File: src/rtl/ninjin_reg_slice.sv
module ninjin_reg_slice #(
  parameter type T = logic
) (
  input  logic clk,
  input  logic xrst,
  input  T     in_data,
  input  logic in_valid,
  output logic in_ready,
  output T     out_data,
  output logic out_valid,
  input  logic out_ready
);

  T     main_data;
  T     skid_data;
  logic main_valid;
  logic skid_valid;

  assign in_ready  = !skid_valid;
  assign out_valid = main_valid;
  assign out_data  = main_data;

  // main stage moves when the output is free
  always_ff @(posedge clk) begin
    if (!xrst) begin
      main_valid <= 1'b0;
      skid_valid <= 1'b0;
    end else if (out_ready || !main_valid) begin
      main_valid <= skid_valid || in_valid;
      skid_valid <= 1'b0;
    end else if (in_valid && in_ready) begin
      skid_valid <= 1'b1;
    end
  end

  always_ff @(posedge clk) begin
    if (out_ready || !main_valid) begin
      if (skid_valid) begin
        main_data <= skid_data;
      end else if (in_valid) begin
        main_data <= in_data;
      end
    end
    // output stalled, park the incoming beat
    if (in_valid && in_ready && main_valid && !out_ready) begin
      skid_data <= in_data;
    end
  end

endmodule

File: config.mk
export PLATFORM = sky130hd
export DESIGN_NAME = ninjin_reg_slice
export DESIGN_NICKNAME = d
export VERILOG_FILES = /design/src/rtl/ninjin_reg_slice.sv
export SDC_FILE = /design/constraint.sdc
export NUM_CORES = 1
export LEC_CHECK = 0
export BUFFER_PORTS_ARGS = -buffer_cell sky130_fd_sc_hd__clkbuf_2
export CORE_AREA = 4 4 41 43
export CTS_BUF_LIST = sky130_fd_sc_hd__clkbuf_4 sky130_fd_sc_hd__clkbuf_8
export DETAILED_ROUTE_END_ITERATION = 12
export DIE_AREA = 0 0 45 47
export GPL_ROUTABILITY_DRIVEN = 0
export SLEW_MARGIN = 0
export SYNTH_ARGS = -nofsm -noshare
export SYNTH_HDL_FRONTEND = slang
export SYNTH_SLANG_ARGS = --single-unit
File: constraint.sdc
create_clock -name clk -period 1.3 [get_ports clk]
set_clock_uncertainty 0.2 [all_clocks]
set_input_delay 0 -clock clk [delete_from_list [all_inputs] [get_ports clk]]
set_output_delay 0 -clock clk [all_outputs]
set_load 0.1 [all_outputs]
== Word-level counts from Yosys, hierarchy flattened ==
Index checks and enable logic that the tools add are counted.

* Logic and storage cells: 18
* Latch bits: 0
* Register bits after elaboration: 4
* Memories: 0
* Output and inout bits: 3
* ROM bits: 0
* Memory bits (writable): 0

* Add/subtract/negate cells: 0
* Shift operators: 0
* $mul: 0
* Divide/modulo/power cells: 0
* Bitwise logic cells: 1
* Multiplexer cells: 2
* Reductions and logical operators: 11
* Eq/ne operators: 0
* Magnitude comparators: 0

{| class="wikitable"
|+ Operators with widths
! kind !! number
|-
| 1-bit logical AND || 3
|-
| 1-bit logical NOT || 3
|-
| 1-bit logical OR || 2
|-
| 1-bit 2-to-1 mux || 2
|-
| 2-bit AND reduction || 1
|-
| 2-bit nonzero test || 1
|-
| 2-bit OR reduction || 1
|-
| 1-bit inverter || 1
|}

== Depth between registers and ports, before layout ==
Gate-level depths: netlist of run 1.

* Depth after elaboration: 4
* Depth in mapped cells: 2

== Worst setup path after synthesis of run 1 ==
No wires, ideal clock.

* Kind: flip-flop to flip-flop
* Start point: register main_valid (netlist: out_valid)
* End point: register skid_data (enable)
* Required time: 786 ps
* Cell stages (with the launch flop): 3
* Clock period less this slack: 1,811 ps
* Setup time: 314 ps
* Arrival time: 1,297 ps
* Slack: -511 ps
* Path through: dfxtp_1 nand2b_4 nor3b_1

* Longest elaborated chain between the ends: 2

{| class="wikitable"
|+ RTL lines
! item !! RTL line !! source
|-
| start, declared || 16 || <nowiki>logic main_valid;</nowiki>
|-
| start signal, assigned || 29 || <nowiki>main_valid <= skid_valid || in_valid;</nowiki>
|-
| 1-bit logical AND (2 in series) || 45 || <nowiki>if (in_valid && in_ready && main_valid && !out_ready) begin</nowiki>
|-
| end signal, assigned || 46 || <nowiki>skid_data <= in_data;</nowiki>
|-
| end, declared || 15 || <nowiki>T skid_data;</nowiki>
|}

No other way between the ends.
A chain may end at the register's enable or synchronous reset.

== Worst setup path in the final report of run 1 ==
* Start point: register skid_valid
* End point: register main_data (netlist: out_data), data pin

* Longest elaborated chain between the ends: 1

{| class="wikitable"
|+ RTL lines
! item !! RTL line !! source
|-
| start, declared || 17 || <nowiki>logic skid_valid;</nowiki>
|-
| start signal, assigned || 27 || <nowiki>skid_valid <= 1'b0;</nowiki>
|-
| start signal, assigned || 30 || <nowiki>skid_valid <= 1'b0;</nowiki>
|-
| start signal, assigned || 32 || <nowiki>skid_valid <= 1'b1;</nowiki>
|-
| 1-bit 2-to-1 mux || 38 || <nowiki>if (skid_valid) begin</nowiki>
|-
| end signal, assigned || 39 || <nowiki>main_data <= skid_data;</nowiki>
|-
| end signal, assigned || 41 || <nowiki>main_data <= in_data;</nowiki>
|-
| end, declared || 14 || <nowiki>T main_data;</nowiki>
|}

No other way between the ends.

==> results of run 1 <==
[metrics by stage]
step | total power [mW] | worst slack, ns | area, um^2 | util [%]
floorplan | 0.194 | 0.0180 | 176 | -
global placement | 0.219 | 0.120 | 263 | 20.2
detailed placement | 0.219 | 0.0912 | 263 | 20.2
CTS | 0.432 | 0.100 | 333 | 25.6
global route | 0.445 | 0.0586 | 333 | 25.6
finish | 0.425 | 0.108 | 333 | 25.6
[power by group]
group | internal [mW] | switching, mW
clock network | 0.137 | 0.0623
logic | 0.0342 | 0.0479
registers | 0.139 | 0.00525
[synthesized netlist by cell type]
| cell type | number | area, um^2 |
|---|---|---|
| a21boi_1 | 1 | 7.51 |
| nor3b_2 | 1 | 12.5 |
| edfxtp_1 | 2 | 60.1 |
| dfxtp_1 | 2 | 40.0 |
| inv_1 | 1 | 3.75 |
| nand2b_4 | 1 | 13.8 |
| o21a_1 | 1 | 7.51 |
| nor3b_1 | 1 | 7.51 |
| nor2_1 | 1 | 3.75 |
| mux2_2 | 1 | 11.3 |
[state kept, by name, indices dropped and copies added (netlist names)]
| register | flops |
|---|---|
| out_valid | 1 |
| out_data | 1 |
| skid_valid | 1 |
| skid_data | 1 |
[cells by family (layout without fill, tap and decap cells)]
group | count (synthesis) | after routing
compound gates | 2 | 2
buf+inv | 1 | 16
flops | 4 | 4
mux | 1 | 1
simple gates | 4 | 4
[worst max-delay path by stage]
stage                           from         to  slack (ns)  depth (start not counted)
after detailed placement  skid_valid   out_data        0.09                          1
after floorplan            out_valid  skid_data        0.02                          2
after global placement    skid_valid   out_data        0.12                          1
after global routing      skid_valid   out_data        0.06                          1
after CTS                 skid_valid   out_data        0.10                          1
final                     skid_valid   out_data        0.11                          1
[layout make-up]
class                   instances  area [um^2]
inverters                       1         3.75
multi-input cells               7         68.8
fillers                       143          968
well taps                      15         18.8
repair buffers                 11          108
flip-flops and latches          4          104
clock buffers                   4         30.0
[layer usage]
| metal | part of all wire [%] | track usage (%) | vias to the layer above |
|---|---|---|---|
| met5 | 0 | 0 | - |
| li1 | - | - | 72 |
| met4 | 0 | 3.51 | 0 |
| met2 | 37 | 6.50 | 10 |
| met3 | 19 | 6.13 | 0 |
| met1 | 44 | 4.58 | 65 |
[timing repair]
| action | in CTS | in global routing |
|---|---|---|
| endpoints found under the hold margin | 6 | 0 |
| buffers inserted | 0 | 0 |
| hold buffers | 4 | 0 |
==> impl_metrics.yaml, run 1 <==
critical_path:
  path_cells: "mux2_2"
  cp_max_fo: 5
  crit_type: "flop to flop"
  reg2reg_to: "out_data"
  critical_path_buf_inv_count: 0
  required_ns: 1.09
  critPathCaptureType: "flop"
  startpoint_type: "flop"
  reg2reg_from: "skid_valid"
  critPathSlowestCell: "dfxtp_1"
  reg2reg_depth: 1
  critPathTopFamily: "flip-flops"
  critPathArrivalTime_ns: 0.99
  reg2reg_slack_ns: 0.11
  max_stage_delay_ns: 0.40
die:
  core_um2: 1300
  row_count: 13
  ios: 8
  die_w_um: 45
  die_y_um: 47
  start_util_pct: 12.9
  die-area_um2: 2120
global_route:
  antenna_found_initial: 0
  gr-total-overflow: 0
  grtUsageTotal_pct: 5.15
  grt_pass1_wl_um: 683
  grt_max_degree: 6
  grt_pass1_vias: 167
clock_tree:
  clock_sinks: 4
  h-tree-depth: 1
  clockRootBuffer: "clkbuf_4"
  cts_resized: 0
  cts_made_buffers: 3
  insertion_delay_ns: 0.24
  clk_pin_slew_ns: 0.05
  clockBufferDepth: 2
  cts_tree: "built"
drt:
  first_iter_violations: 3
  wirelength_um: 356
  wl_per_cell_um: 8.48
  drtAntennaViolNets: 0
  drc: 0
  num_vias: 147
  viasPerCell: 3.50
  drt_pass1_iterations: 2
synth:
  ys_types: 10
  synth_compound_area_share_pct: 8.96
  ys_seq_area_share_pct: 59.7
  synth-simple-area-share_pct: 22.4
  synth_mux_area_share_pct: 6.72
  synth_fp_nets: 17
  synth_area_per_cell_um2: 14.0
  syn_inst: 12
  netlist_area_um2: 168
  yosysWarnings: 0
  synth_top_family_by_area: "simple AND/OR/NAND/NOR gates"
  synth_adder_area_share_pct: 0
  synth_seq_cells: 4
  synth-xor-area-share_pct: 0
cells_and_area:
  fin_nets: 33
  finalNonFillerCells: 42
  mostFrequentLayoutCells: "clkbuf_4 (4), dlygate4sd3_1 (4), clkbuf_2 (4)"
  n_antenna_cell: 0
  area_growth_syn_to_layout_pct: 98.5
  final_layout_size_suffix_gt1_share_pct: 59.3
sta:
  holdWs_ns: 0.303
  slew_headroom_pct: 81.5
  finalSetupTns_ns: 0
  finalHoldViolCount: 0
  fin_crit_sh_pct: 91.7
  rsz0062_at_grt: "false"
  period_needed_ns: 1.19
  timing.fmax_mhz: 839
  tightest_slew_ns: 0.279
  final_max_slew_viol_count: 0
  setup_viol_count_final: 0
place:
  placed_cells: 34
  dp_hpwl_um: 259
  port_buffers: 7
min_path:
  hold_end: "skid_data"
  hold_depth: 2
  hp-class: "primary input to flop"
  min-delay-start: "in_data"
pwr:
  vdd_ir_drop_max_v: 0.000637
  leakage_nw: 0.136
  power_density_nw_per_um2: 1280
outcome:
  status: "finished clean"
flow_run:
  drv_cap: 0
(Power assumes the default switching activity.)
==> run 2, diff against run 1 <==
Settings changed: PLACE_DENSITY set to 0.32, TNS_END_PERCENT set to 5.
==> impl_metrics.yaml, run 2 (same netlist as run 1, synthesis figures left out) <==
critical_path:
  reg2reg_depth: 1
  critPathTopFamily: "buffers and inverters"
  required_ns: 1.03
  critical_path_buf_inv_count: 2
  critPathArrivalTime_ns: 0.96
  critPathSlowestCell: "dlygate4sd3_1"
  critPathCaptureType: "flop"
  crit_type: "primary input to flop"
  reg2reg_slack_ns: 0.10
  path_cells: "dlygate4sd3_1 > clkbuf_2 > nand2b_4 > nor3b_2"
  startpoint_type: "primary input"
  critical_path_depth: 4
  max_stage_delay_ns: 0.53
  cp_max_fo: 4
cells_and_area:
  fin_nets: 33
  n_antenna_cell: 0
  final_layout_size_suffix_gt1_share_pct: 59.3
  area_growth_syn_to_layout_pct: 106
  design_area_um2: 345
  mostFrequentLayoutCells: "clkbuf_4 (4), dlygate4sd3_1 (4), clkbuf_2 (4), buf_12 (3)"
  final_util_pct: 26.5
sta:
  slew_headroom_pct: 87.3
  setup_viol_count_final: 0
  timing.fmax_mhz: 817
  finalHoldViolCount: 0
  fin_crit_sh_pct: 94.1
  period_needed_ns: 1.22
  final_max_slew_viol_count: 0
  finalSetupTns_ns: 0
  rsz0062_at_grt: "false"
  tightest_slew_ns: 0.190
clock_tree:
  cts_tree: "built"
  cts_setup_buffers: 0
  insertion_delay_ns: 0.23
  clk_pin_slew_ns: 0.04
  clockRootBuffer: "clkbuf_4"
  clock_sinks: 4
  cts.hold.buffers_added: 4
  cts_made_buffers: 3
  cts_resized: 0
  clockBufferDepth: 2
  h-tree-depth: 1
die:
  start_util_pct: 12.9
  die_w_um: 45
  die_y_um: 47
  die-area_um2: 2120
  row_count: 13
  core_um2: 1300
  ios: 8
drt:
  wirelength_um: 332
  drt_pass1_iterations: 1
  drc: 0
  first_iter_violations: 0
  drtAntennaViolNets: 0
  viasPerCell: 3.43
  wl_per_cell_um: 7.90
  num_vias: 144
outcome:
  status: "finished clean"
pwr:
  power_density_nw_per_um2: 1210
  vdd_ir_drop_max_v: 0.000598
  total_power_mw: 0.419
  leakage_nw: 0.141
global_route:
  antenna_found_initial: 0
  grt_pass1_vias: 160
  grtUsageTotal_pct: 4.51
  grt_max_degree: 6
  grt_pass1_wl_um: 614
  gr-total-overflow: 0
flow_run:
  drv_cap: 0
place:
  port_buffers: 7
  placed_cell_area_um2: 275
min_path:
  hp-class: "primary input to flop"
  hold_depth: 2
run 2: per-stage QoR:
step	setup slack, ns	instances	hold WS [ns]
global route	0.0377	42	0.315
detailed placement	0.0941	34	0.00616
floorplan	0.0180	12	-0.101
global placement	0.119	34	0.00361
CTS	0.0804	42	0.307
finish	0.0761	42	0.311
run 2: path summary, 6_finish.rpt:
| kind | from | endpoint |
|---|---|---|
| max reg2reg | skid_valid | out_data |
| min reg2reg | out_valid | skid_valid |
| min | in_data | skid_data |
| max | out_ready | skid_data |
run 2: cell type report:
type                       instances  area, um^2
tap                               15        18.8
timing repair buffer              11         120
clock buffer                       4        30.0
multi-input combinational          7        68.8
sequential                         4         104
fill                             145         956
inverter                           1        3.75
run 2: per-layer routing:
| layer | GRT usage [%] | share of wire [%] |
|---|---|---|
| met5 | 0 | 0 |
| met4 | 0 | 0 |
| met3 | 6.13 | 12 |
| met2 | 6.78 | 46 |
| met1 | 3.89 | 41 |
run 2: report_power, final:
group	switching (mW)	internal [mW]
Sequential	0.00613	0.139
Combinational	0.0476	0.0392
Clock	0.0507	0.136
Total	0.104	0.314
==> run 3, diff against run 2 <==
Clock period 1.3 ns to 1.25 ns, I/O delays scaled along.
==> impl_metrics.yaml, run 3 (same netlist as run 1, synthesis figures left out) <==
outcome:
  status: "finished clean"
drt:
  drc: 0
  first_iter_violations: 0
  num_vias: 153
  viasPerCell: 3.64
  drt_pass1_iterations: 1
  drtAntennaViolNets: 0
  wirelength_um: 364
  wl_per_cell_um: 8.67
pwr:
  p_int_mw: 0.329
  leakage_nw: 0.141
  vdd_ir_drop_max_v: 0.000439
  netSwitchingFraction_pct: 27.2
  pwr-share-seq_pct: 33.4
  pwr-share-comb_pct: 20.3
  clock_power_share_pct: 46.4
  power_switching_mw: 0.123
  power_density_nw_per_um2: 1300
die:
  ios: 8
  core_um2: 1300
  die_y_um: 47
  die-area_um2: 2120
  row_count: 13
  start_util_pct: 12.9
  die_w_um: 45
clock_tree:
  cts_tree: "built"
  h-tree-depth: 1
  cts_made_buffers: 3
  cts_resized: 0
  insertion_delay_ns: 0.25
  clk_pin_slew_ns: 0.05
  clockBufferDepth: 2
  clock_sinks: 4
  clockRootBuffer: "clkbuf_4"
sta:
  period_needed_ns: 1.19
  slew_headroom_pct: 88.0
  final_max_slew_viol_count: 0
  fin_crit_sh_pct: 95.1
  timing.fmax_mhz: 841
  rsz0062_at_grt: "false"
  tightest_slew_ns: 0.179
  finalSetupTns_ns: 0
  finalHoldViolCount: 0
  setup_viol_count_final: 0
critical_path:
  cp_max_fo: 5
  critical_path_buf_inv_count: 0
  critPathTopFamily: "flip-flops"
  reg2reg_depth: 1
  startpoint_type: "flop"
  max_stage_delay_ns: 0.40
  crit_type: "flop to flop"
  required_ns: 1.05
  path_cells: "mux2_2"
  reg2reg_slack_ns: 0.06
  critPathArrivalTime_ns: 0.99
  critical_path_depth: 1
  critPathCaptureType: "flop"
  critPathSlowestCell: "dfxtp_1"
cells_and_area:
  seqCellArea_um2: 104
  final_layout_size_suffix_gt1_share_pct: 59.3
  final_util_pct: 26.7
  mostFrequentLayoutCells: "clkbuf_4 (4), dlygate4sd3_1 (4), clkbuf_2 (3), buf_12 (3)"
  multi_input_area_um2: 68.8
  fill_cells: 152
  fin_nets: 33
  area_growth_syn_to_layout_pct: 107
  finalNonFillerCells: 42
  n_antenna_cell: 0
global_route:
  grtUsageMet3_pct: 3.07
  grtUsageTotal_pct: 5.30
  antenna_found_initial: 0
  grt_util_met2_pct: 6.21
  busiest_layer: "met4"
  grt_pass1_wl_um: 669
  grt_pass1_vias: 166
  met1_usage_pct: 4.34
  grt_max_degree: 6
  gr-total-overflow: 0
min_path:
  hp-class: "primary input to flop"
  hold_depth: 2
place:
  port_buffers: 7
  dp_hpwl_um: 254
  placed_cells: 34
flow_run:
  drv_cap: 0
-- run 3: routing by layer --
layer / part of all wire [%] / wire (um)
met4: 9.3 / 34
met2: 42 / 154
met5: 0 / 0
met3: 15 / 53
met1: 34 / 123
-- run 3: power by group through the flow --
stage               registers, mW  logic (mW)  clock network (mW)
global route                0.151      0.0964               0.233
CTS                         0.151      0.0916               0.220
global placement            0.153      0.0814                   0
finish                      0.151      0.0915               0.209
floorplan                   0.183      0.0192                   0
detailed placement          0.153      0.0816                   0
-- run 3: cell type report --
type	instances	area share, %
multi-input cells	7	19.8
well taps	15	5.40
repair buffers	11	35.3
flip-flops and latches	4	29.9
clock buffers	4	8.63
inverters	1	1.08
-- run 3: final timing paths --
path,endpoint,start
max,out_data,skid_valid
min,skid_data,in_data
max reg2reg,out_data,skid_valid
min reg2reg,out_data,skid_data
-- run 3: stage by stage --
stage	hold WS, ns	cell area (um^2)	setup slack (ns)	power (mW)
floorplan	-0.101	176	-0.0320	0.202
global placement	0.00308	275	0.0701	0.235
detailed placement	0.00440	275	0.0511	0.235
CTS	0.303	345	0.0428	0.462
global route	0.325	348	0.0213	0.480
finish	0.306	348	0.0610	0.452
-- run 3: timing repair --
item	in CTS	in global routing
endpoints found under the setup margin	0	1
buffers inserted	0	1
hold buffers	4	0
endpoints found under the hold margin	6	0
