## src/rtl/ninjin_pkg.sv

```systemverilog
package ninjin_pkg;

  // ========================================
  // sizes
  // ========================================

  localparam int DATA_WIDTH = 32;
  localparam int ADDR_WIDTH = 12;
  localparam int ID_WIDTH   = 4;
  localparam int LEN_WIDTH  = 8;
  localparam int NUM_BANK   = 4;
  localparam int BANK_DEPTH = 256;
  localparam int RSP_DEPTH  = 4;

  localparam logic [1:0] RESP_OKAY = 2'b00;

  // derived widths
  localparam int STRB_WIDTH    = DATA_WIDTH / 8;
  localparam int WORD_LSB      = $clog2(STRB_WIDTH);
  localparam int WADDR_WIDTH   = ADDR_WIDTH - WORD_LSB;
  localparam int BANK_WIDTH    = $clog2(NUM_BANK);
  localparam int ROW_WIDTH     = $clog2(BANK_DEPTH);
  localparam int RSP_PTR_WIDTH = $clog2(RSP_DEPTH);
  localparam int RSP_CNT_WIDTH = $clog2(RSP_DEPTH + 1);

  // ========================================
  // types
  // ========================================

  typedef enum logic [1:0] {
    FIXED = 2'b00,
    INCR  = 2'b01,
    WRAP  = 2'b10
  } burst_t;

  // shared by AW and AR
  typedef struct packed {
    logic [ID_WIDTH-1:0]   id;
    logic [ADDR_WIDTH-1:0] addr;
    logic [LEN_WIDTH-1:0]  len;
    logic [2:0]            size;
    burst_t                burst;
  } axi_addr_t;

  typedef struct packed {
    logic [DATA_WIDTH-1:0] data;
    logic [STRB_WIDTH-1:0] strb;
    logic                  last;
  } axi_w_t;

  typedef struct packed {
    logic [ID_WIDTH-1:0] id;
    logic [1:0]          resp;
  } axi_b_t;

  typedef struct packed {
    logic [ID_WIDTH-1:0]   id;
    logic [DATA_WIDTH-1:0] data;
    logic [1:0]            resp;
    logic                  last;
  } axi_r_t;

  // word request, low address bits pick the bank
  typedef struct packed {
    logic                   we;
    logic [WADDR_WIDTH-1:0] addr;
    logic [DATA_WIDTH-1:0]  wdata;
    logic [STRB_WIDTH-1:0]  strb;
  } mem_req_t;

  typedef struct packed {
    logic [DATA_WIDTH-1:0] rdata;
  } mem_rsp_t;

  // bank interleave
  function automatic logic [BANK_WIDTH-1:0] bank_of(input logic [WADDR_WIDTH-1:0] waddr);
    return BANK_WIDTH'(waddr % NUM_BANK);
  endfunction

  function automatic logic [ROW_WIDTH-1:0] row_of(input logic [WADDR_WIDTH-1:0] waddr);
    return ROW_WIDTH'(waddr / NUM_BANK);
  endfunction

endpackage

```

## src/rtl/ninjin_bank_router.sv

```systemverilog
module ninjin_bank_router (
  input  logic                                              clk,
  input  logic                                              xrst,
  input  ninjin_pkg::mem_req_t                              req,
  input  logic                                              req_valid,
  output logic                                              req_ready,
  output ninjin_pkg::mem_req_t [ninjin_pkg::NUM_BANK-1:0]   bank_req,
  output logic [ninjin_pkg::NUM_BANK-1:0]                   bank_valid,
  input  logic                                              pop
);

  logic [ninjin_pkg::BANK_WIDTH-1:0]    bank_sel;
  logic [ninjin_pkg::ROW_WIDTH-1:0]     row;
  logic [ninjin_pkg::RSP_CNT_WIDTH-1:0] inflight;
  logic                                 rd_issue;

  assign bank_sel = ninjin_pkg::bank_of(req.addr);
  assign row      = ninjin_pkg::row_of(req.addr);

  // reads wait for a free merger slot
  assign req_ready = req.we || (int'(inflight) < ninjin_pkg::RSP_DEPTH);
  assign rd_issue  = req_valid && req_ready && !req.we;

  always_comb begin
    for (int i = 0; i < ninjin_pkg::NUM_BANK; i++) begin
      bank_req[i]                                = req;
      bank_req[i].addr                           = '0;
      bank_req[i].addr[ninjin_pkg::ROW_WIDTH-1:0] = row;
      bank_valid[i] = req_valid && req_ready && (int'(bank_sel) == i);
    end
  end

  // read credits, returned by merger pops
  always_ff @(posedge clk) begin
    if (!xrst) begin
      inflight <= '0;
    end else if (rd_issue && !pop) begin
      inflight <= inflight + 1'b1;
    end else if (!rd_issue && pop) begin
      inflight <= inflight - 1'b1;
    end
  end

endmodule

```

## config.mk

```make
export PLATFORM = sky130hd
export DESIGN_NAME = ninjin_bank_router
export DESIGN_NICKNAME = d
export VERILOG_FILES = /design/src/rtl/ninjin_pkg.sv /design/src/rtl/ninjin_bank_router.sv
export SDC_FILE = /design/constraint.sdc
export NUM_CORES = 1
export LEC_CHECK = 0
export BUFFER_PORTS_ARGS = -buffer_cell sky130_fd_sc_hd__buf_4
export CORE_AREA = 2 2 94 96
export DETAILED_ROUTE_END_ITERATION = 16
export DIE_AREA = 0 0 96 98
export GPL_TIMING_DRIVEN = 0
export PLACE_DENSITY = 0.59
export SLEW_MARGIN = 10
export SYNTH_ARGS = -nofsm -noshare
export SYNTH_HDL_FRONTEND = slang
export SYNTH_SLANG_ARGS = --single-unit
```

## constraint.sdc

```tcl
create_clock -name clk -period 2.32 [get_ports clk]
set_clock_uncertainty 0.15 [all_clocks]
set_input_delay 0.348 -clock clk [delete_from_list [all_inputs] [get_ports clk]]
set_output_delay 0.348 -clock clk [all_outputs]
set_load 0.01 [all_outputs]
```

## Word-level counts from Yosys, hierarchy flattened

Cells that the tools add are included.

| word-level totals | value |
|---|---|
| logic and storage cells | 23 |
| output and inout bits | 193 |
| input port bits | 51 |
| register bits after elaboration | 3 |

| cells by class | value |
|---|---|
| add/subtract/negate cells | 2 |
| equality and inequality tests | 3 |
| order comparisons | 1 |
| reductions and logical operators | 14 |
| muxes and demuxes | 2 |

Operators with widths:

| kind | count |
|---|---|
| logical AND 1 bit | 8 |
| two-way mux 3 bit | 2 |
| equality test 2 bit, second input constant | 2 |
| adder 3 x 1 -> 3 bit, second input constant | 1 |
| logical NOT 1 bit | 3 |
| less-than comparator 3 bit, second input constant | 1 |
| subtractor 3 x 1 -> 3 bit, second input constant | 1 |
| equality test 2 x 1 -> 1 bit, second input constant | 1 |
| logical NOT 2 bit | 1 |
| nonzero test 2 bit | 1 |
| logical OR 1 bit | 1 |

## Longest topological paths before layout

Gate-level depths: netlist (run 1).

| logic depth | value |
|---|---|
| depth after elaboration | 8 |
| gate-level depth with buffers | 7 |
| depth with buffers taken out | 7 |

## Worst setup path after synthesis (run 1)

No wires, ideal clock.

| timing path | value |
|---|---|
| kind | in2reg |
| start | in req[46] in the netlist's numbering |
| end | reg inflight[2] in the netlist's numbering |
| stages | 7 |
| setup time | 0.070 ns |
| data required time | 2.100 ns |
| slack | 0.410 ns |
| arrival time | 1.690 ns |
| path buffers | 0 |
| path through | nor3b_1 > ha_1 > inv_1 > fa_1 > xor2_1 > or3_1 > a21boi_1 |

| between the ends | value |
|---|---|
| word-level cells in the longest chain between the ends | 6 |
| elaborated cells on any way between the ends | 9 |
| classes of those cells | mux (1); reduce/logical (8) |

Ends and longest elaborated chain:

| element | RTL line | source |
|---|---|---|
| from (decl) | ninjin_bank_router.sv:4 | `input ninjin_pkg::mem_req_t req,` |
| logical OR 1 bit | ninjin_bank_router.sv:21 | `assign req_ready = req.we \|\| (int'(inflight) < ninjin_pkg::RSP_DEPTH);` |
| logical AND 1 bit | ninjin_bank_router.sv:22 | `assign rd_issue = req_valid && req_ready && !req.we;` |
| logical AND 1 bit * | ninjin_bank_router.sv:22 |  |
| logical NOT 1 bit | ninjin_bank_router.sv:39 | `end else if (!rd_issue && pop) begin` |
| logical AND 1 bit | ninjin_bank_router.sv:39 |  |
| nonzero test 2 bit (no source line) | n/a |  |
| to (signal assigned) | ninjin_bank_router.sv:38 | `inflight <= inflight + 1'b1;` |
| to (signal assigned) | ninjin_bank_router.sv:40 | `inflight <= inflight - 1'b1;` |
| to (decl) | ninjin_bank_router.sv:14 | `logic [ninjin_pkg::RSP_CNT_WIDTH-1:0] inflight;` |

Every way passes the cells marked *; elsewhere a longest branch is shown, timed or not.
A chain may end at the register's enable or synchronous reset.

## Worst setup path after layout (run 1)

| timing path | value |
|---|---|
| start | reg inflight[2] in the netlist's numbering |
| end | reg inflight[2] in the netlist's numbering |

| between the ends | value |
|---|---|
| word-level cells in the longest chain between the ends | 7 |
| elaborated cells on any way between the ends | 12 |
| classes of those cells | add/sub (2); order compare (1); mux (2); reduce/logical (7) |

Ends and longest elaborated chain:

| element | RTL line |
|---|---|
| less-than comparator 3 bit | ninjin_bank_router.sv:21 |
| logical OR 1 bit | ninjin_bank_router.sv:21 |
| logical AND 1 bit (2 in series) | ninjin_bank_router.sv:22 |
| logical NOT 1 bit | ninjin_bank_router.sv:39 |
| logical AND 1 bit | ninjin_bank_router.sv:39 |
| nonzero test 2 bit (no source line) | n/a |

Several ways; a longest one is shown, not always the timed one. The select of a mux whose other input is x is not followed.

==> results of run 1 <==
==> power by group <==
group | leakage (nW) | internal [mW] | switching (mW)
Sequential | 0.0249 | 0.0648 | 0.0109
Clock | 0.0228 | 0.117 | 0.0336
Combinational | 1.92 | 0.431 | 0.224
==> cell usage in the layout, fill, tap and decap left out <==
cell type / instances
clkbuf_1: 1
conb_1: 8
nor3b_1: 1
inv_1: 3
nand2b_1: 1
and2_1: 1
buf_4: 379
dfxtp_1: 3
nor2b_1: 1
mux2i_1: 1
clkbuf_8: 3
o21ai_0: 1
ha_1: 1
or3_1: 1
nor2_1: 2
fa_1: 1
nand2_1: 1
nand3_1: 1
a21boi_1: 1
xor2_1: 1
nor3_1: 2
xnor2_1: 1
==> logic make-up (layout without fill, tap and decap cells) <==
group,count (synthesis),in the layout
simple gates,11,11
mux,1,1
compound gates,2,2
buf+inv,191,386
fa+ha+maj,2,2
other cells,1,8
xor+xnor,2,2
flops,3,3
==> final timing paths <==
path / start / to / slack, ps / cells past startpoint
min: xrst / inflight[0] / 210 / 2
min reg2reg: inflight[2] / inflight[2] / 350 / 2
max reg2reg: inflight[2] / inflight[2] / 310 / 7
max: inflight[2] / inflight[2] / 310 / 7
==> metrics by stage <==
| step | util (%) | hold WS, ps | cell area, um^2 | total power, mW |
|---|---|---|---|---|
| after detailed placement | 37.95 | 353.8 | 3213 | 0.7377 |
| final | 38.49 | 207.5 | 3258 | 0.8813 |
| after global placement | 37.95 | 340.3 | 3213 | 0.7332 |
| after CTS | 38.49 | 207.2 | 3258 | 0.8944 |
| after floorplan | - | 319.7 | 1644 | 0.4603 |
| after global routing | 38.49 | 212.0 | 3258 | 0.9429 |
==> final cells by class <==
class / count / area [um^2]
Clock buffer: 4 / 45.04
Timing Repair Buffer: 191 / 1434
Buffer: 188 / 1411
Fill cell: 856 / 5207
Multi-Input combinational cell: 26 / 161.4
Sequential cell: 3 / 60.06
Tap cell: 108 / 135.1
Inverter: 3 / 11.26
==> worst max-delay path, delay by kind of cell, from the launching register on <==
kind,cells,cell delay (ps)
AO/OA/AOI/OAI,1,140
XOR/XNOR,1,160
buffers and inverters,1,60
AND/OR/NAND/NOR,2,520
adder cells (fa/ha/maj),2,590
flip-flops,1,320
==> routing by layer <==
metal	vias up	part of all wire (%)	wire, um	GRT usage, %
met3	2	13	575	1.698
li1	851	-	-	-
met5	-	0	0	0
met1	684	26	1119	5.600
met4	0	0.44	19	1.319
met2	109	60	2624	16.77
==> metrics.cfg, run 1 <==
[run_status]
outcome = completed

[sta]
rsz0062_at_grt = no
slew_viol_final = 0
worst_slack_ps = 309.5
final_hold_viol_count = 0
timing.final.crit_share_pct = 86.66
setup_viol = 0
fmax_ghz = 0.4974
period_needed_ps = 2011
setup_tns_ps = 0

[power]
ir_worst_vdd_mv = 0.1919
powerDensity_nw_per_um2 = 270.5
power.leakage_nw = 1.968

[final_layout]
stdcell_count = 523
largest_reg_flops = 3
drive_gt1_share_pct = 92.05
n_antenna_cell = 0
fin_nets = 469
syn2layout_area_growth_pct = 101.4
reg.largest.list = inflight x3
regMostFlops = inflight

[clocking]
post_cts_buffers = 0
clk_pin_slew_ps = 30
htreeDepth = 1
postCtsHoldBufs = 0
clk_latency_ps = 210
clock-sinks = 3
cts_buffers = 3
cts_tree = yes
clockRootBuffer = clkbuf_8
ctsResizeCount = 0
cts_buffer_depth = 2

[floorplan]
num_rows = 34
die_h_um = 98
dieArea_um2 = 9408
coreArea_um2 = 8466
io_pins = 244
initial_core_util_pct = 19.11
die_w_um = 96

[route]
vias = 1646
vias_per_cell = 3.147
detail_route.iter0.violations = 6
wirelength_um = 4339
wire_per_inst_um = 8.296
drcViolationCount = 0
dr.pass1.iters = 2
ant_nets = 0

[logic_synthesis]
syn_area_per_cell_um2 = 7.595
synth_cells = 213
synth.distinct_cells = 20
yosys-top-cells-count = buf_4, dfxtp_1, inv_1
synth_top_family_by_area = buffers and inverters
synth-seq-cells = 3
netlist_area_um2 = 1618
synth.area.top_cells = buf_4, dfxtp_1, fa_1
synth-simple-area-share_pct = 3.635
synth_mux_area_share_pct = 0.6187
synth_edf_count = 0
synth.top_cell.area_share_pct = 87.24
async_flop_share_pct = 0
yosysSeqAreaShare_pct = 3.712
yosysMostFrequentCell = buf_4
synth_top_area_cell = buf_4
yosys.area_share.xor_xnor_pct = 1.083
synth_compound_area_share_pct = 0.7734
yosysWarnings = 0
synthAdderAreaFrac_pct = 2.011
synth_ff_type = dfxtp_1

[placed_design]
hpwl_um = 4100
gp_congestion = 0.7224
io_buffers = 191
placed_cells = 519
dp_slack_ps = 187.1

[worst_setup_path]
critPathCaptureType = register
cp_cell_sequence = nor3b_1, ha_1, inv_1, fa_1, xor2_1, or3_1, a21boi_1
arrival_ps = 2000
slowest_stage = fa_1
cp_max_fo = 4
cpPeakStageDelay_ps = 370
start_kind = register
worstPathRequired_ps = 2310
critPathKind = register to register

[grt]
first_global_vias = 1275
grtUsageTotal_pct = 7.311
gr-total-overflow = 0
grt_pass1_wl_um = 5699
grt_antenna_before_repair = 0
grt_max_degree = 7

[hold_path]
hold_class = input port to register

[job]
drv_cap = 0

(Power assumes the default switching activity.)
==> run 2: changes to the inputs <==
--- a/config.mk
+++ b/config.mk
@@ -9,7 +9,7 @@
 export CORE_AREA = 2 2 94 96
 export DETAILED_ROUTE_END_ITERATION = 16
 export DIE_AREA = 0 0 96 98
-export GPL_TIMING_DRIVEN = 0
+export GPL_TIMING_DRIVEN = 1
 export PLACE_DENSITY = 0.59
 export SLEW_MARGIN = 10
 export SYNTH_ARGS = -nofsm -noshare
==> run 2 against run 1 <==
Net effect:
- highest routed layer unchanged
- largest power group is now the clock network
- final area decreased by 84%
- cell count decreased by 70%
- worst hold slack improved by 3.5 ps
- count of clock-buffer cells in the layout unchanged
- fmax increased by 2.2%
- clock power about the same
- via count decreased by 78%
- sequential share of layout area increased by 9.6 points
- register-to-register slack improved by 40 ps
- utilization decreased by 32 points
- routed wire length decreased by 67%
- non-clock buffer count decreased by 364
==> metrics.cfg, run 2 (synthesis gave the netlist of run 1 again) <==
[floorplan]
die_h_um = 98  ; unchanged
die_w_um = 96  ; unchanged
initial_core_util_pct = 19.11  ; unchanged
num_rows = 34  ; unchanged
coreArea_um2 = 8466  ; unchanged
dieArea_um2 = 9408  ; unchanged
io_pins = 244  ; unchanged

[worst_setup_path]
cpPeakStageDelay_ps = 370  ; about the same
critPathKind = register to register  ; unchanged
cp_max_fo = 4  ; unchanged
start_kind = register  ; unchanged
worstPathRequired_ps = 2310  ; about the same
r2r_slack_ps = 350  ; was 310 ps
cp_cell_sequence = nor3b_1, ha_1, inv_1, fa_1, xor2_1, or3_1, a21boi_1  ; unchanged
slowest_stage = fa_1  ; unchanged
arrival_ps = 1960  ; was 2000 ps
critPathCaptureType = register  ; unchanged

[clocking]
htreeDepth = 1  ; unchanged
clock-sinks = 3  ; unchanged
cts_buffers = 3  ; unchanged
clk_latency_ps = 210  ; about the same
clockRootBuffer = clkbuf_8  ; unchanged
postCtsHoldBufs = 0  ; unchanged
post_cts_buffers = 0  ; unchanged
ctsResizeCount = 0  ; unchanged
clk_pin_slew_ps = 30  ; about the same
cts_tree = yes  ; unchanged
cts_buffer_depth = 2  ; unchanged

[sta]
setup_viol = 0  ; unchanged
worst_slack_ps = 352.4  ; was 309.5 ps
slew_viol_final = 0  ; unchanged
period_needed_ps = 1968  ; was 2011 ps
setup_tns_ps = 0  ; unchanged
final_hold_viol_count = 0  ; unchanged
fmax_ghz = 0.5082  ; was 0.4974 GHz
timing.final.crit_share_pct = 84.81  ; was 86.66%
rsz0062_at_grt = no  ; unchanged

[grt]
grtUsageTotal_pct = 2.844  ; was 7.311%
grt_max_degree = 7  ; unchanged
grt_antenna_before_repair = 0  ; unchanged
first_global_vias = 422  ; was 1275
gr-total-overflow = 0  ; unchanged
grt_pass1_wl_um = 2090  ; was 5699 um

[placed_design]
hpwl_um = 1142  ; was 4100 um
placed_cells = 155  ; was 519
io_buffers = 15  ; was 191
gp_congestion = 0.6686  ; was 0.7224
dp_slack_ps = 200.1  ; was 187.1 ps

[route]
wirelength_um = 1418  ; was 4339 um
dr.pass1.iters = 2  ; unchanged
ant_nets = 0  ; unchanged
drcViolationCount = 0  ; unchanged
vias = 357  ; was 1646
vias_per_cell = 2.245  ; was 3.147
wire_per_inst_um = 8.918  ; was 8.296 um
detail_route.iter0.violations = 2  ; was 6

[final_layout]
fin_nets = 105  ; was 469
drive_gt1_share_pct = 35.29  ; was 92.05%
stdcell_count = 159  ; was 523
reg.largest.list = inflight x3  ; unchanged
n_fill_cell = 982  ; was 856
n_antenna_cell = 0  ; unchanged
final_cell_mix = buf_4, conb_1, inv_1, clkbuf_8, dfxtp_1  ; unchanged
final_common_cell = buf_4  ; unchanged
regMostFlops = inflight  ; unchanged
largest_reg_flops = 3  ; unchanged
syn2layout_area_growth_pct = -67.52  ; was 101.4%

[job]
drv_cap = 0  ; unchanged

[run_status]
outcome = completed  ; unchanged

[power]
finalPower_mw = 0.3137  ; was 0.8813 mW
powerDensity_nw_per_um2 = 597.0  ; was 270.5 nW/um^2
power.leakage_nw = 0.2139  ; was 1.968 nW
ir_worst_vdd_mv = 0.1809  ; was 0.1919 mV

[hold_path]
hold_class = input port to register  ; unchanged

## run 2: cell types whose count changed in the layout (fill, tap and decap cells not counted), sizes merged
cell  change
buf     -364
## run 2: area by class of cell
class	count	area, um^2	area share, %
Clock buffer	4	45.04	8.571
Inverter	3	11.26	2.143
Multi-Input combinational cell	26	161.4	30.71
Sequential cell	3	60.06	11.43
Tap cell	108	135.1	25.71
Timing Repair Buffer	15	112.6	21.43
## run 2: path summary, 6_finish.rpt
path	startpoint	end	depth (start not counted)
max	inflight[2]	inflight[2]	7
min	xrst	inflight[0]	2
max reg2reg	inflight[2]	inflight[2]	7
min reg2reg	inflight[2]	inflight[2]	2
## run 2: routing by layer
layer	global-route usage [%]	share of wire, %	wire, um	up-vias
li1	-	-	-	126
met1	1.168	15	208	113
met2	2.457	36	504	83
met3	4.167	32	456	35
met4	6.264	17	248	0
met5	0	0	0	-
## run 2: power by group
group	internal, mW	switching (mW)	leakage (nW)
Clock	0.117	0.0313	0.0228
Combinational	0.0468	0.0428	0.166
Sequential	0.0648	0.0111	0.0249
## run 2: metrics by stage
step	utilization, %	hold slack (ps)	area (um^2)
after floorplan	-	319.7	1644
after global placement	5.675	348.8	480.5
after detailed placement	5.675	354.9	480.5
after CTS	6.208	207.5	525.5
after global routing	6.208	224.7	525.5
final	6.208	211.1	525.5
## run 2: worst max-delay path, delay by kind of cell (launching register included)
| kind | cells | cell delay, ps |
|---|---|---|
| buf+inv | 1 | 60 |
| flops | 1 | 320 |
| simple gates | 2 | 510 |
| fa+ha+maj | 2 | 580 |
| xor+xnor | 1 | 150 |
| compound gates | 1 | 130 |
