===== config.mk =====
export PLATFORM = sky130hd
export DESIGN_NAME = ninjin_rsp_merge
export DESIGN_NICKNAME = d
export VERILOG_FILES = /design/src/rtl/ninjin_pkg.sv /design/src/rtl/ninjin_rsp_merge.sv
export SDC_FILE = /design/constraint.sdc
export NUM_CORES = 1
export LEC_CHECK = 0
export BUFFER_PORTS_ARGS = -buffer_cell sky130_fd_sc_hd__buf_2
export CAP_MARGIN = 5
export CORE_MARGIN = 2
export CORE_UTILIZATION = 45
export DETAILED_ROUTE_END_ITERATION = 12
export PLACE_DENSITY = 0.67
export SETUP_SLACK_MARGIN = 0.05
export SYNTH_ARGS = -nofsm -noshare
export SYNTH_HDL_FRONTEND = slang
export SYNTH_SLANG_ARGS = --single-unit

===== constraint.sdc =====
create_clock -name clk -period 3.6 [get_ports clk]
set_input_delay 0.18 -clock clk [delete_from_list [all_inputs] [get_ports clk]]
set_output_delay 0.18 -clock clk [all_outputs]
set_load 0.01 [all_outputs]

===== src/rtl/ninjin_pkg.sv =====
package ninjin_pkg;

  // ========================================
  // sizes
  // ========================================

  localparam int DATA_WIDTH = 32;
  localparam int ADDR_WIDTH = 12;
  localparam int ID_WIDTH   = 4;
  localparam int LEN_WIDTH  = 8;
  localparam int NUM_BANK   = 4;
  localparam int BANK_DEPTH = 256;
  localparam int RSP_DEPTH  = 4;

  localparam logic [1:0] RESP_OKAY = 2'b00;

  // derived widths
  localparam int STRB_WIDTH    = DATA_WIDTH / 8;
  localparam int WORD_LSB      = $clog2(STRB_WIDTH);
  localparam int WADDR_WIDTH   = ADDR_WIDTH - WORD_LSB;
  localparam int BANK_WIDTH    = $clog2(NUM_BANK);
  localparam int ROW_WIDTH     = $clog2(BANK_DEPTH);
  localparam int RSP_PTR_WIDTH = $clog2(RSP_DEPTH);
  localparam int RSP_CNT_WIDTH = $clog2(RSP_DEPTH + 1);

  // ========================================
  // types
  // ========================================

  typedef enum logic [1:0] {
    FIXED = 2'b00,
    INCR  = 2'b01,
    WRAP  = 2'b10
  } burst_t;

  // shared by AW and AR
  typedef struct packed {
    logic [ID_WIDTH-1:0]   id;
    logic [ADDR_WIDTH-1:0] addr;
    logic [LEN_WIDTH-1:0]  len;
    logic [2:0]            size;
    burst_t                burst;
  } axi_addr_t;

  typedef struct packed {
    logic [DATA_WIDTH-1:0] data;
    logic [STRB_WIDTH-1:0] strb;
    logic                  last;
  } axi_w_t;

  typedef struct packed {
    logic [ID_WIDTH-1:0] id;
    logic [1:0]          resp;
  } axi_b_t;

  typedef struct packed {
    logic [ID_WIDTH-1:0]   id;
    logic [DATA_WIDTH-1:0] data;
    logic [1:0]            resp;
    logic                  last;
  } axi_r_t;

  // word request, low address bits pick the bank
  typedef struct packed {
    logic                   we;
    logic [WADDR_WIDTH-1:0] addr;
    logic [DATA_WIDTH-1:0]  wdata;
    logic [STRB_WIDTH-1:0]  strb;
  } mem_req_t;

  typedef struct packed {
    logic [DATA_WIDTH-1:0] rdata;
  } mem_rsp_t;

  // bank interleave
  function automatic logic [BANK_WIDTH-1:0] bank_of(input logic [WADDR_WIDTH-1:0] waddr);
    return BANK_WIDTH'(waddr % NUM_BANK);
  endfunction

  function automatic logic [ROW_WIDTH-1:0] row_of(input logic [WADDR_WIDTH-1:0] waddr);
    return ROW_WIDTH'(waddr / NUM_BANK);
  endfunction

endpackage


===== src/rtl/ninjin_rsp_merge.sv =====
module ninjin_rsp_merge (
  input  logic                                            clk,
  input  logic                                            xrst,
  input  ninjin_pkg::mem_rsp_t [ninjin_pkg::NUM_BANK-1:0] bank_rdata,
  input  logic [ninjin_pkg::NUM_BANK-1:0]                 bank_rvalid,
  output ninjin_pkg::mem_rsp_t                            rsp,
  output logic                                            rsp_valid,
  input  logic                                            rsp_ready,
  output logic                                            pop
);

  ninjin_pkg::mem_rsp_t                 fifo [ninjin_pkg::RSP_DEPTH];
  ninjin_pkg::mem_rsp_t                 sel_data;
  logic                                 push;
  logic [ninjin_pkg::RSP_PTR_WIDTH-1:0] wr_ptr;
  logic [ninjin_pkg::RSP_PTR_WIDTH-1:0] rd_ptr;
  logic [ninjin_pkg::RSP_CNT_WIDTH-1:0] count;

  // at most one bank returns per cycle
  always_comb begin
    sel_data = '0;
    for (int i = 0; i < ninjin_pkg::NUM_BANK; i++) begin
      if (bank_rvalid[i]) begin
        sel_data = bank_rdata[i];
      end
    end
  end

  assign push      = |bank_rvalid;
  assign rsp_valid = (count != '0);
  assign rsp       = fifo[rd_ptr];
  assign pop       = rsp_valid && rsp_ready;

  // ========================================
  // read data FIFO
  // ========================================

  always_ff @(posedge clk) begin
    if (push) begin
      fifo[wr_ptr] <= sel_data;
    end
  end

  // router credits keep the count within depth
  always_ff @(posedge clk) begin
    if (!xrst) begin
      wr_ptr <= '0;
      rd_ptr <= '0;
      count  <= '0;
    end else begin
      if (push) begin
        wr_ptr <= wr_ptr + 1'b1;
      end
      if (pop) begin
        rd_ptr <= rd_ptr + 1'b1;
      end
      if (push && !pop) begin
        count <= count + 1'b1;
      end else if (!push && pop) begin
        count <= count - 1'b1;
      end
    end
  end

endmodule


* After elaboration in Yosys (flattened, before gate mapping) *
Memories as Yosys holds them, arrays and structs flattened. A register that Yosys moved wholly into a read port is not among the register bits.
Cells that the tools add are included.

storage, ports and cells
  register bits after elaboration = 7
  memory bits (writable) = 128
  bits of input ports = 135
  word-level logic and storage cells = 26
  memories = 1

memories
  memory  words  bits a word  rd ports  clocked after Yosys merged registers in  wr ports  line                    source
  fifo    4      32           1         1                                        1         ninjin_rsp_merge.sv:12  ninjin_pkg::mem_rsp_t fifo [ninjin_pkg::RSP_DEPTH];

cells by class
  add/sub/neg operators = 4
  muxes and demuxes = 10
  reduce and logical (&&, ||, !) cells = 8

operators by type and width
  cell                   count
  $mux W32               4
  $mux W3                2
  $add A2 B1 Y2 const B  2
  $mux W2                2
  $reduce_or A4 Y1       1
  $add A3 B1 Y3 const B  1
  $logic_and A1 B1 Y1    3
  $reduce_bool A3 Y1     1
  $sub A3 B1 Y3 const B  1
  $logic_not A1 Y1       2
  $mux W1                2
  $reduce_bool A2 Y1     1

* Logic depth before layout (Yosys ltp) *
Gate-level depths: netlist of run 1.

  depth after elaboration = 5
  gate-level depth with buffers = 9
  gate-level depth less buffers = 8

* Worst setup path after synthesis of run 1 *
OpenSTA, ideal clock, no wires.

  path type = register to register
  start = register count[1] (netlist bit)
  end = register count[2] (netlist bit)
  setup time = 0.076 ns
  arrival time = 1.897 ns
  required time = 3.524 ns
  path slack = 1.628 ns
  stages on the path, launching flop included = 8
  buffers on the path = 0
  clock period less this slack = 1.972 ns
  cells stage by stage = dfxtp_1 > o31ai_2 > ha_1 > inv_1 > fa_1 > xor2_1 > or3_1 > a21boi_0

on the way
  cells in the longest elaborated chain, start to end = 5
  elaborated cells on any way between the ends = 10
  those cells by class = 2 x add/sub; 2 x mux; 6 x reduce/logical

ends and longest elaborated chain
  element                                                                line                    source
  from (decl)                                                            ninjin_rsp_merge.sv:17  logic [ninjin_pkg::RSP_CNT_WIDTH-1:0] count;
  from (signal assigned)                                                 ninjin_rsp_merge.sv:58  count <= count + 1'b1;
  from (signal assigned)                                                 ninjin_rsp_merge.sv:60  count <= count - 1'b1;
  parallel branches: the longest is 5 deep, another holds $sub A3 B1 Y3  -

Several ways; the timed one is not identified. The select of a mux whose other input is x is not followed.
A chain may end at the register's enable or synchronous reset.

==> results of run 1 <==
## through the flow
stage	hold slack (ps)	area, um2
6_report	71.9	7570
5_1_grt	75.9	7570
4_1_cts	58.3	7570
3_5_place_dp	495	7010
3_3_place_gp	496	7010
2_1_floorplan	302	6040
## Yosys cell counts, types with 2 or more instances
library cell / instances / area share
edfxtp_1: 128 / 0.64
nand2_1: 32 / 0.020
and2b_1: 4 / 0.0050
or3_1: 2 / 0.0021
dfxtp_1: 9 / 0.030
o31ai_1: 31 / 0.039
ha_1: 5 / 0.010
nor2b_1: 33 / 0.034
buf_4: 3 / 0.0037
clkbuf_1: 13 / 0.0081
mux4_2: 32 / 0.12
buf_1: 3 / 0.0019
a221oi_1: 31 / 0.045
a21oi_1: 2 / 0.0017
xnor2_1: 4 / 0.0058
buf_2: 8 / 0.0066
inv_1: 6 / 0.0037
mux2i_1: 2 / 0.0033
and2_1: 5 / 0.0052
o21ai_0: 2 / 0.0017
## logic make-up after synthesis
group,synth area share
flip-flops,0.666
AND/OR/NAND/NOR,0.0713
AO/OA/AOI/OAI,0.0930
buffers and inverters,0.0259
multiplexers,0.123
adder cells (fa/ha/maj),0.0137
XOR/XNOR,0.00725
## registers in the layout, summed over array words and instances, names as in the netlist, named ones only
name and cells:
fifo 128, wr_ptr 2, count 3, rd_ptr 2
## worst paths after layout
check	from	end
max	register	rsp[11]
min	xrst	wr_ptr[0]$_SDFFE_PN0P_
max reg2reg	count[0]$_SDFFE_PN0P_	count[2]$_SDFFE_PN0P_
min reg2reg	count[2]$_SDFFE_PN0P_	count[2]$_SDFFE_PN0P_
## layout make-up
| type | instances | area [um2] |
|---|---|---|
| Sequential cell | 137 | 4030 |
| Multi-Input combinational cell | 193 | 1860 |
| Clock buffer | 17 | 425 |
| Clock inverter | 15 | 133 |
| Timing Repair Buffer | 173 | 878 |
| Fill cell | 993 | 5620 |
| Inverter | 6 | 22.5 |
| Tap cell | 176 | 220 |
## metal layers
| metal | part of all wire | global-route usage |
|---|---|---|
| met5 | 0 | 0 |
| met4 | 0.012 | 0.0522 |
| met3 | 0.042 | 0.0518 |
| met2 | 0.52 | 0.323 |
| met1 | 0.43 | 0.235 |
## power groups by stage
stage / combinational [mW] / sequential [mW] / clock [mW]
floorplan: 0.730 / 2.02 / 0
global placement: 1.01 / 2.11 / 0
detailed placement: 1.02 / 2.12 / 0
CTS: 1.03 / 2.09 / 1.63
global route: 1.10 / 2.11 / 1.70
finish: 1.01 / 2.08 / 1.59
## worst max-delay path: cells and delay by family (launching register included)
kind | cells | cell delay [ps]
DFF | 1 | 740
buffers and inverters | 2 | 480
muxes | 1 | 550
==> results by group, run 1 <==
STA
  • Worst-margin pin slew: 851 ps
  • Fmax: 0.422 GHz
  • Max Slew Vio Count: 0
  • Relative slew margins: 0.433
  • Period utilization: 0.659
  • Final setup vio count: 0
  • Final worst setup slack: 1230 ps
  • Clock Skews: 12.2 ps
  • Fin crit period: 2370 ps
  • Sum of negative setup slack: 0 ps
  • Unrepaired setup endpoints after global routing: no
  • Final count of hold timing violations: 0

Worst setup path
  • Reg2Reg Setup Slack: ~1500 ps
  • Req. time, crit path: 3420 ps
  • Slowest stage delay, CP: 740 ps
  • Crit path DAT: 2190 ps
  • CP max-delay cell: dfxtp_2
  • Type of origin of the critical path: register
  • CP cell instances: buf_4, mux4_2, buf_2
  • Crit path kind: register to output port
  • Max FO, Critical Path: 18
  • R2R cell count: 7
  • Crit. End Element: output port

Clocking
  • Setup Fix Bufs, Post-CTS: 0
  • Clock sinks: about 140
  • H-tree depth: 4
  • Post-CTS Resized: 0
  • Worst-Skew Late Latency: 410 ps
  • Clock transition at the registers of the reported paths: 60 ps
  • Post-CTS Hold Buffers: 0
  • TritonCTS clock tree: done
  • Clock root cell: clkbuf_16
  • Max clock buf depth: 2
  • CTS buffer count: 17

Cells and area
  • Share of layout cells above drive strength 1: 0.453
  • Area grow syn2layout: 25.3%
  • # diodes: 0
  • Final non-filler cell total: between 700 and 800
  • Commonest non-fill, non-tap cells in the layout: buf_2, edfxtp_1, nor2b_1
  • Post-layout util: 0.574
  • NumNets Final: 669
  • Most common cell after layout, fill and taps aside: buf_2

Yosys
  • FFs w/ async S/R, synth: 0
  • Post-synthesis area per instance: 16.6 um2
  • Distinct cells, synth: 29
  • Post-synthesis sequential element count: 137
  • Syn Nets: 505
  • Number of synthesized flops with an enable pin: 128
  • Yosys warnings: 0
  • Primary FF master, synth: edfxtp_1
  • Synth Instances: around 360
  • Sequential share of the synthesized area: 0.666
  • Synth Cell Area: 6040 um2

Drt
  • Detailed Route Iter0 Violations: 184
  • DRC errors left: 0
  • Routed WL: 12700 um
  • Average wire per standard cell: ~18 um
  • Remaining antenna violation count after routing: 0
  • 1st-pass router iterations: 4
  • DR vias/cell: 5.31
  • Vias: 3804

Floorplanning
  • Die ar.: 14400 um2
  • Die height: 120 um
  • Core Rows: 42
  • I/O Pins: 169
  • Core area: ~13000 um2
  • Die width: around 120 um
  • Initial core utilization: 0.458

Hold path
  • Hold depth: 2
  • Hold Path Class: input pin to register

Run status
  • Status: complete, no violations

Power and ir drop
  • Static leakage: 2.82 nW
  • Peak supply drop: between 300 and 400 uV
  • Seq pwr share: 0.444
  • Clock share of power: 0.340
  • Tot Pwr: 4.68 mW
  • Net Sw Frac: 0.277
  • NetSw: 1.30 mW
  • Power per cell area: 618 nW/um2
  • Pint: 3.38 mW
  • Part of the power in combinational logic: 0.215

Place
  • Pre-CTS setup slack: 1180 ps
  • Detailed Place HPWL: 8080 um
  • Placed cells: 685
  • Number of port buffers: 168
  • Final GP Congestion: between 0.7 and 0.8

GRT
  • Global-route wire length before repair: 20100 um
  • Number of global-route vias before repair: 3962
  • Gr ovfl total: 0
  • Initial antenna violation count: 0
  • GRT Total Usage: 0.188
  • Largest net degree at the start of global routing: 65

Job
  • Max-Cap Viols: 0
Power figures use the tool's default switching activity.
==> run 2: changes to the inputs <==
--- a/config.mk
+++ b/config.mk
@@ -10,7 +10,7 @@
 export CORE_MARGIN = 2
 export CORE_UTILIZATION = 45
 export DETAILED_ROUTE_END_ITERATION = 12
-export PLACE_DENSITY = 0.67
+export PLACE_DENSITY = 0.7
 export SETUP_SLACK_MARGIN = 0.05
 export SYNTH_ARGS = -nofsm -noshare
 export SYNTH_HDL_FRONTEND = slang
==> constraint.sdc (replaced) <==
create_clock -name clk -period 2.1 [get_ports clk]
set_input_delay 0.105 -clock clk [delete_from_list [all_inputs] [get_ports clk]]
set_output_delay 0.105 -clock clk [all_outputs]
set_load 0.01 [all_outputs]
==> results by group, run 2 (synthesized netlist as in run 1, its figures left out) <==
Clocking
  • TritonCTS clock tree: done
  • Worst-Skew Late Latency: 410 ps (about the same)
  • CTS buffer count: 17 (unchanged)
  • Clock transition at the registers of the reported paths: 60 ps (about the same)
  • Clock root cell: clkbuf_16
  • Clock sinks: 137 (unchanged)
  • Post-CTS Hold Buffers: 0 (unchanged)
  • H-tree depth: 4 (unchanged)
  • Max clock buf depth: 2 (unchanged)

GRT
  • GRT Total Usage: 0.196 (+0.00832)
  • Number of global-route vias before repair: 4178 (+5.5%)
  • Largest net degree at the start of global routing: 65 (unchanged)
  • Gr ovfl total: 0 (unchanged)
  • Initial antenna violation count: 0 (unchanged)
  • Global-route wire length before repair: 21200 um (+5.0%)

Worst setup path
  • Req. time, crit path: 2430 ps (-990 ps)
  • Reg2Reg Setup Slack: 100 ps (-1350 ps)
  • Max FO, Critical Path: 5 (-13)
  • R2R cell count: 7 (unchanged)
  • Crit path DAT: 2330 ps (+140 ps)
  • Reg2reg end: count[2]$_SDFFE_PN0P_
  • Crit path kind: register to register
  • FF-to-FF Start: count[0]$_SDFFE_PN0P_
  • Type of origin of the critical path: register
  • Crit. End Element: register

STA
  • Fin crit period: about 2000 ps
  • Worst-margin pin slew: 896 ps (+44.8 ps)
  • Relative slew margins: 0.403 (-0.0298)
  • Period utilization: 0.952
  • Final setup vio count: 0 (unchanged)
  • Fmax: 0.500 GHz
  • Final count of hold timing violations: 0 (unchanged)
  • Unrepaired setup endpoints after global routing: yes
  • Clock Skews: 8.77 ps (-3.39 ps)
  • Max Slew Vio Count: 0 (unchanged)

Hold path
  • Hold EP: wr_ptr[0]$_SDFFE_PN0P_
  • Hold depth: 2 (unchanged)
  • Hold Path Class: input pin to register
  • Hold Path Origin: xrst

Cells and area
  • Commonest non-fill, non-tap cells in the layout: buf_2, edfxtp_1, nor2b_1
  • # diodes: 0 (unchanged)
  • Top Registers: fifo (128), count (3)
  • Design Area, Final: 7740 um2 (+2.2%)
  • Area grow syn2layout: 28.1%
  • Filler cells: 1018 (+2.5%)
  • Biggest register: fifo
  • Share of layout cells above drive strength 1: 0.472 (+0.0189)
  • Most common cell after layout, fill and taps aside: buf_2
  • Max reg flops: 128 (unchanged)
  • NumNets Final: 677 (+1.2%)

Drt
  • Vias: 3970 (+4.4%)
  • 1st-pass router iterations: 6 (+2)
  • Routed WL: 13700 um (+8.4%)
  • Detailed Route Iter0 Violations: 214 (+16%)
  • DRC errors left: 0 (unchanged)
  • Remaining antenna violation count after routing: 0 (unchanged)
  • DR vias/cell: 5.48 (+3.2%)
  • Average wire per standard cell: 18.9 um (+7.2%)

Power and ir drop
  • Power per cell area: 1090 nW/um2 (+77%)
  • Tot Pwr: 8.46 mW (+81%)
  • Static leakage: 2.89 nW (+2.2%)
  • Peak supply drop: 563 uV (+49%)

Place
  • Final GP Congestion: 0.835 (+6.4%)
  • Number of port buffers: 168 (unchanged)
  • Detailed Place HPWL: 8930 um (+10%)
  • Area of placed instances: 7080 um2 (+0.96%)

Floorplanning
  • Initial core utilization: 0.458 (unchanged)
  • Core Rows: 42 (unchanged)
  • Core area: 13200 um2 (unchanged)
  • Die width: 120 um (unchanged)
  • I/O Pins: 169 (unchanged)
  • Die height: 120 um (unchanged)
  • Die ar.: 14400 um2 (unchanged)

Run status
  • Status: complete, no violations

Job
  • Max-Cap Viols: 0 (unchanged)
-- run 2: power by group --
part,switching (mW),internal [mW]
clock network,1.06,1.89
registers,0.162,3.36
logic,0.971,1.02
-- run 2: cell type report --
type / count / area [um2] / area share
Clock buffer: 20 / 447 / 0.0577
Clock inverter: 12 / 151 / 0.0196
Inverter: 6 / 22.5 / 0.00291
Multi-Input combinational cell: 193 / 1890 / 0.244
Sequential cell: 137 / 4040 / 0.521
Tap cell: 176 / 220 / 0.0285
Timing Repair Buffer: 181 / 976 / 0.126
-- run 2: per-layer routing --
metal,routed length [um],track usage,share of wire,vias up
met1,5720,0.239,0.42,1990
met3,740,0.0433,0.054,19
met2,6980,0.340,0.51,142
met5,0,0,0,-
li1,-,-,-,1819
met4,280,0.0779,0.020,0
-- run 2: how the worst max path moves through the flow --
stage / slack (ps) / cells past startpoint / startpoint / end
after CTS: 70 / 7 / count[2]$_SDFFE_PN0P_ / count[2]$_SDFFE_PN0P_
after global placement: 170 / 7 / count[1]$_SDFFE_PN0P_ / count[2]$_SDFFE_PN0P_
after global routing: 20 / 7 / count[0]$_SDFFE_PN0P_ / count[2]$_SDFFE_PN0P_
after detailed placement: -80 / 7 / count[1]$_SDFFE_PN0P_ / count[2]$_SDFFE_PN0P_
after floorplan: 130 / 7 / count[1]$_SDFFE_PN0P_ / count[2]$_SDFFE_PN0P_
final: 100 / 7 / count[0]$_SDFFE_PN0P_ / count[2]$_SDFFE_PN0P_
-- run 2: what timing repair did --
action	in CTS	in global routing
endpoints found under the setup margin	1	1
pin swaps	3	3
setup buffers	1	3
resized for setup	6	5
-- run 2: worst max-delay path, cell delays in order (launching register included) --
cell and delay [ps]:
dfxtp_4 370, o31ai_4 250, ha_2 230, inv_1 50
fa_2 330, xor2_1 180, or3_4 350, a21boi_2 170
-- run 2: metrics by stage --
stage | hold WS [ps] | cells | util | TNS (ps) | setup slack (ps)
after floorplan | 227 | 364 | - | 0 | 128
after global routing | 16.3 | 725 | 0.587 | 0 | 18.4
after detailed placement | 429 | 689 | 0.537 | -82.8 | -82.8
after CTS | 16.5 | 722 | 0.584 | 0 | 74.5
after global placement | 416 | 689 | 0.537 | 0 | 167
final | 27.8 | 725 | 0.587 | 0 | 101
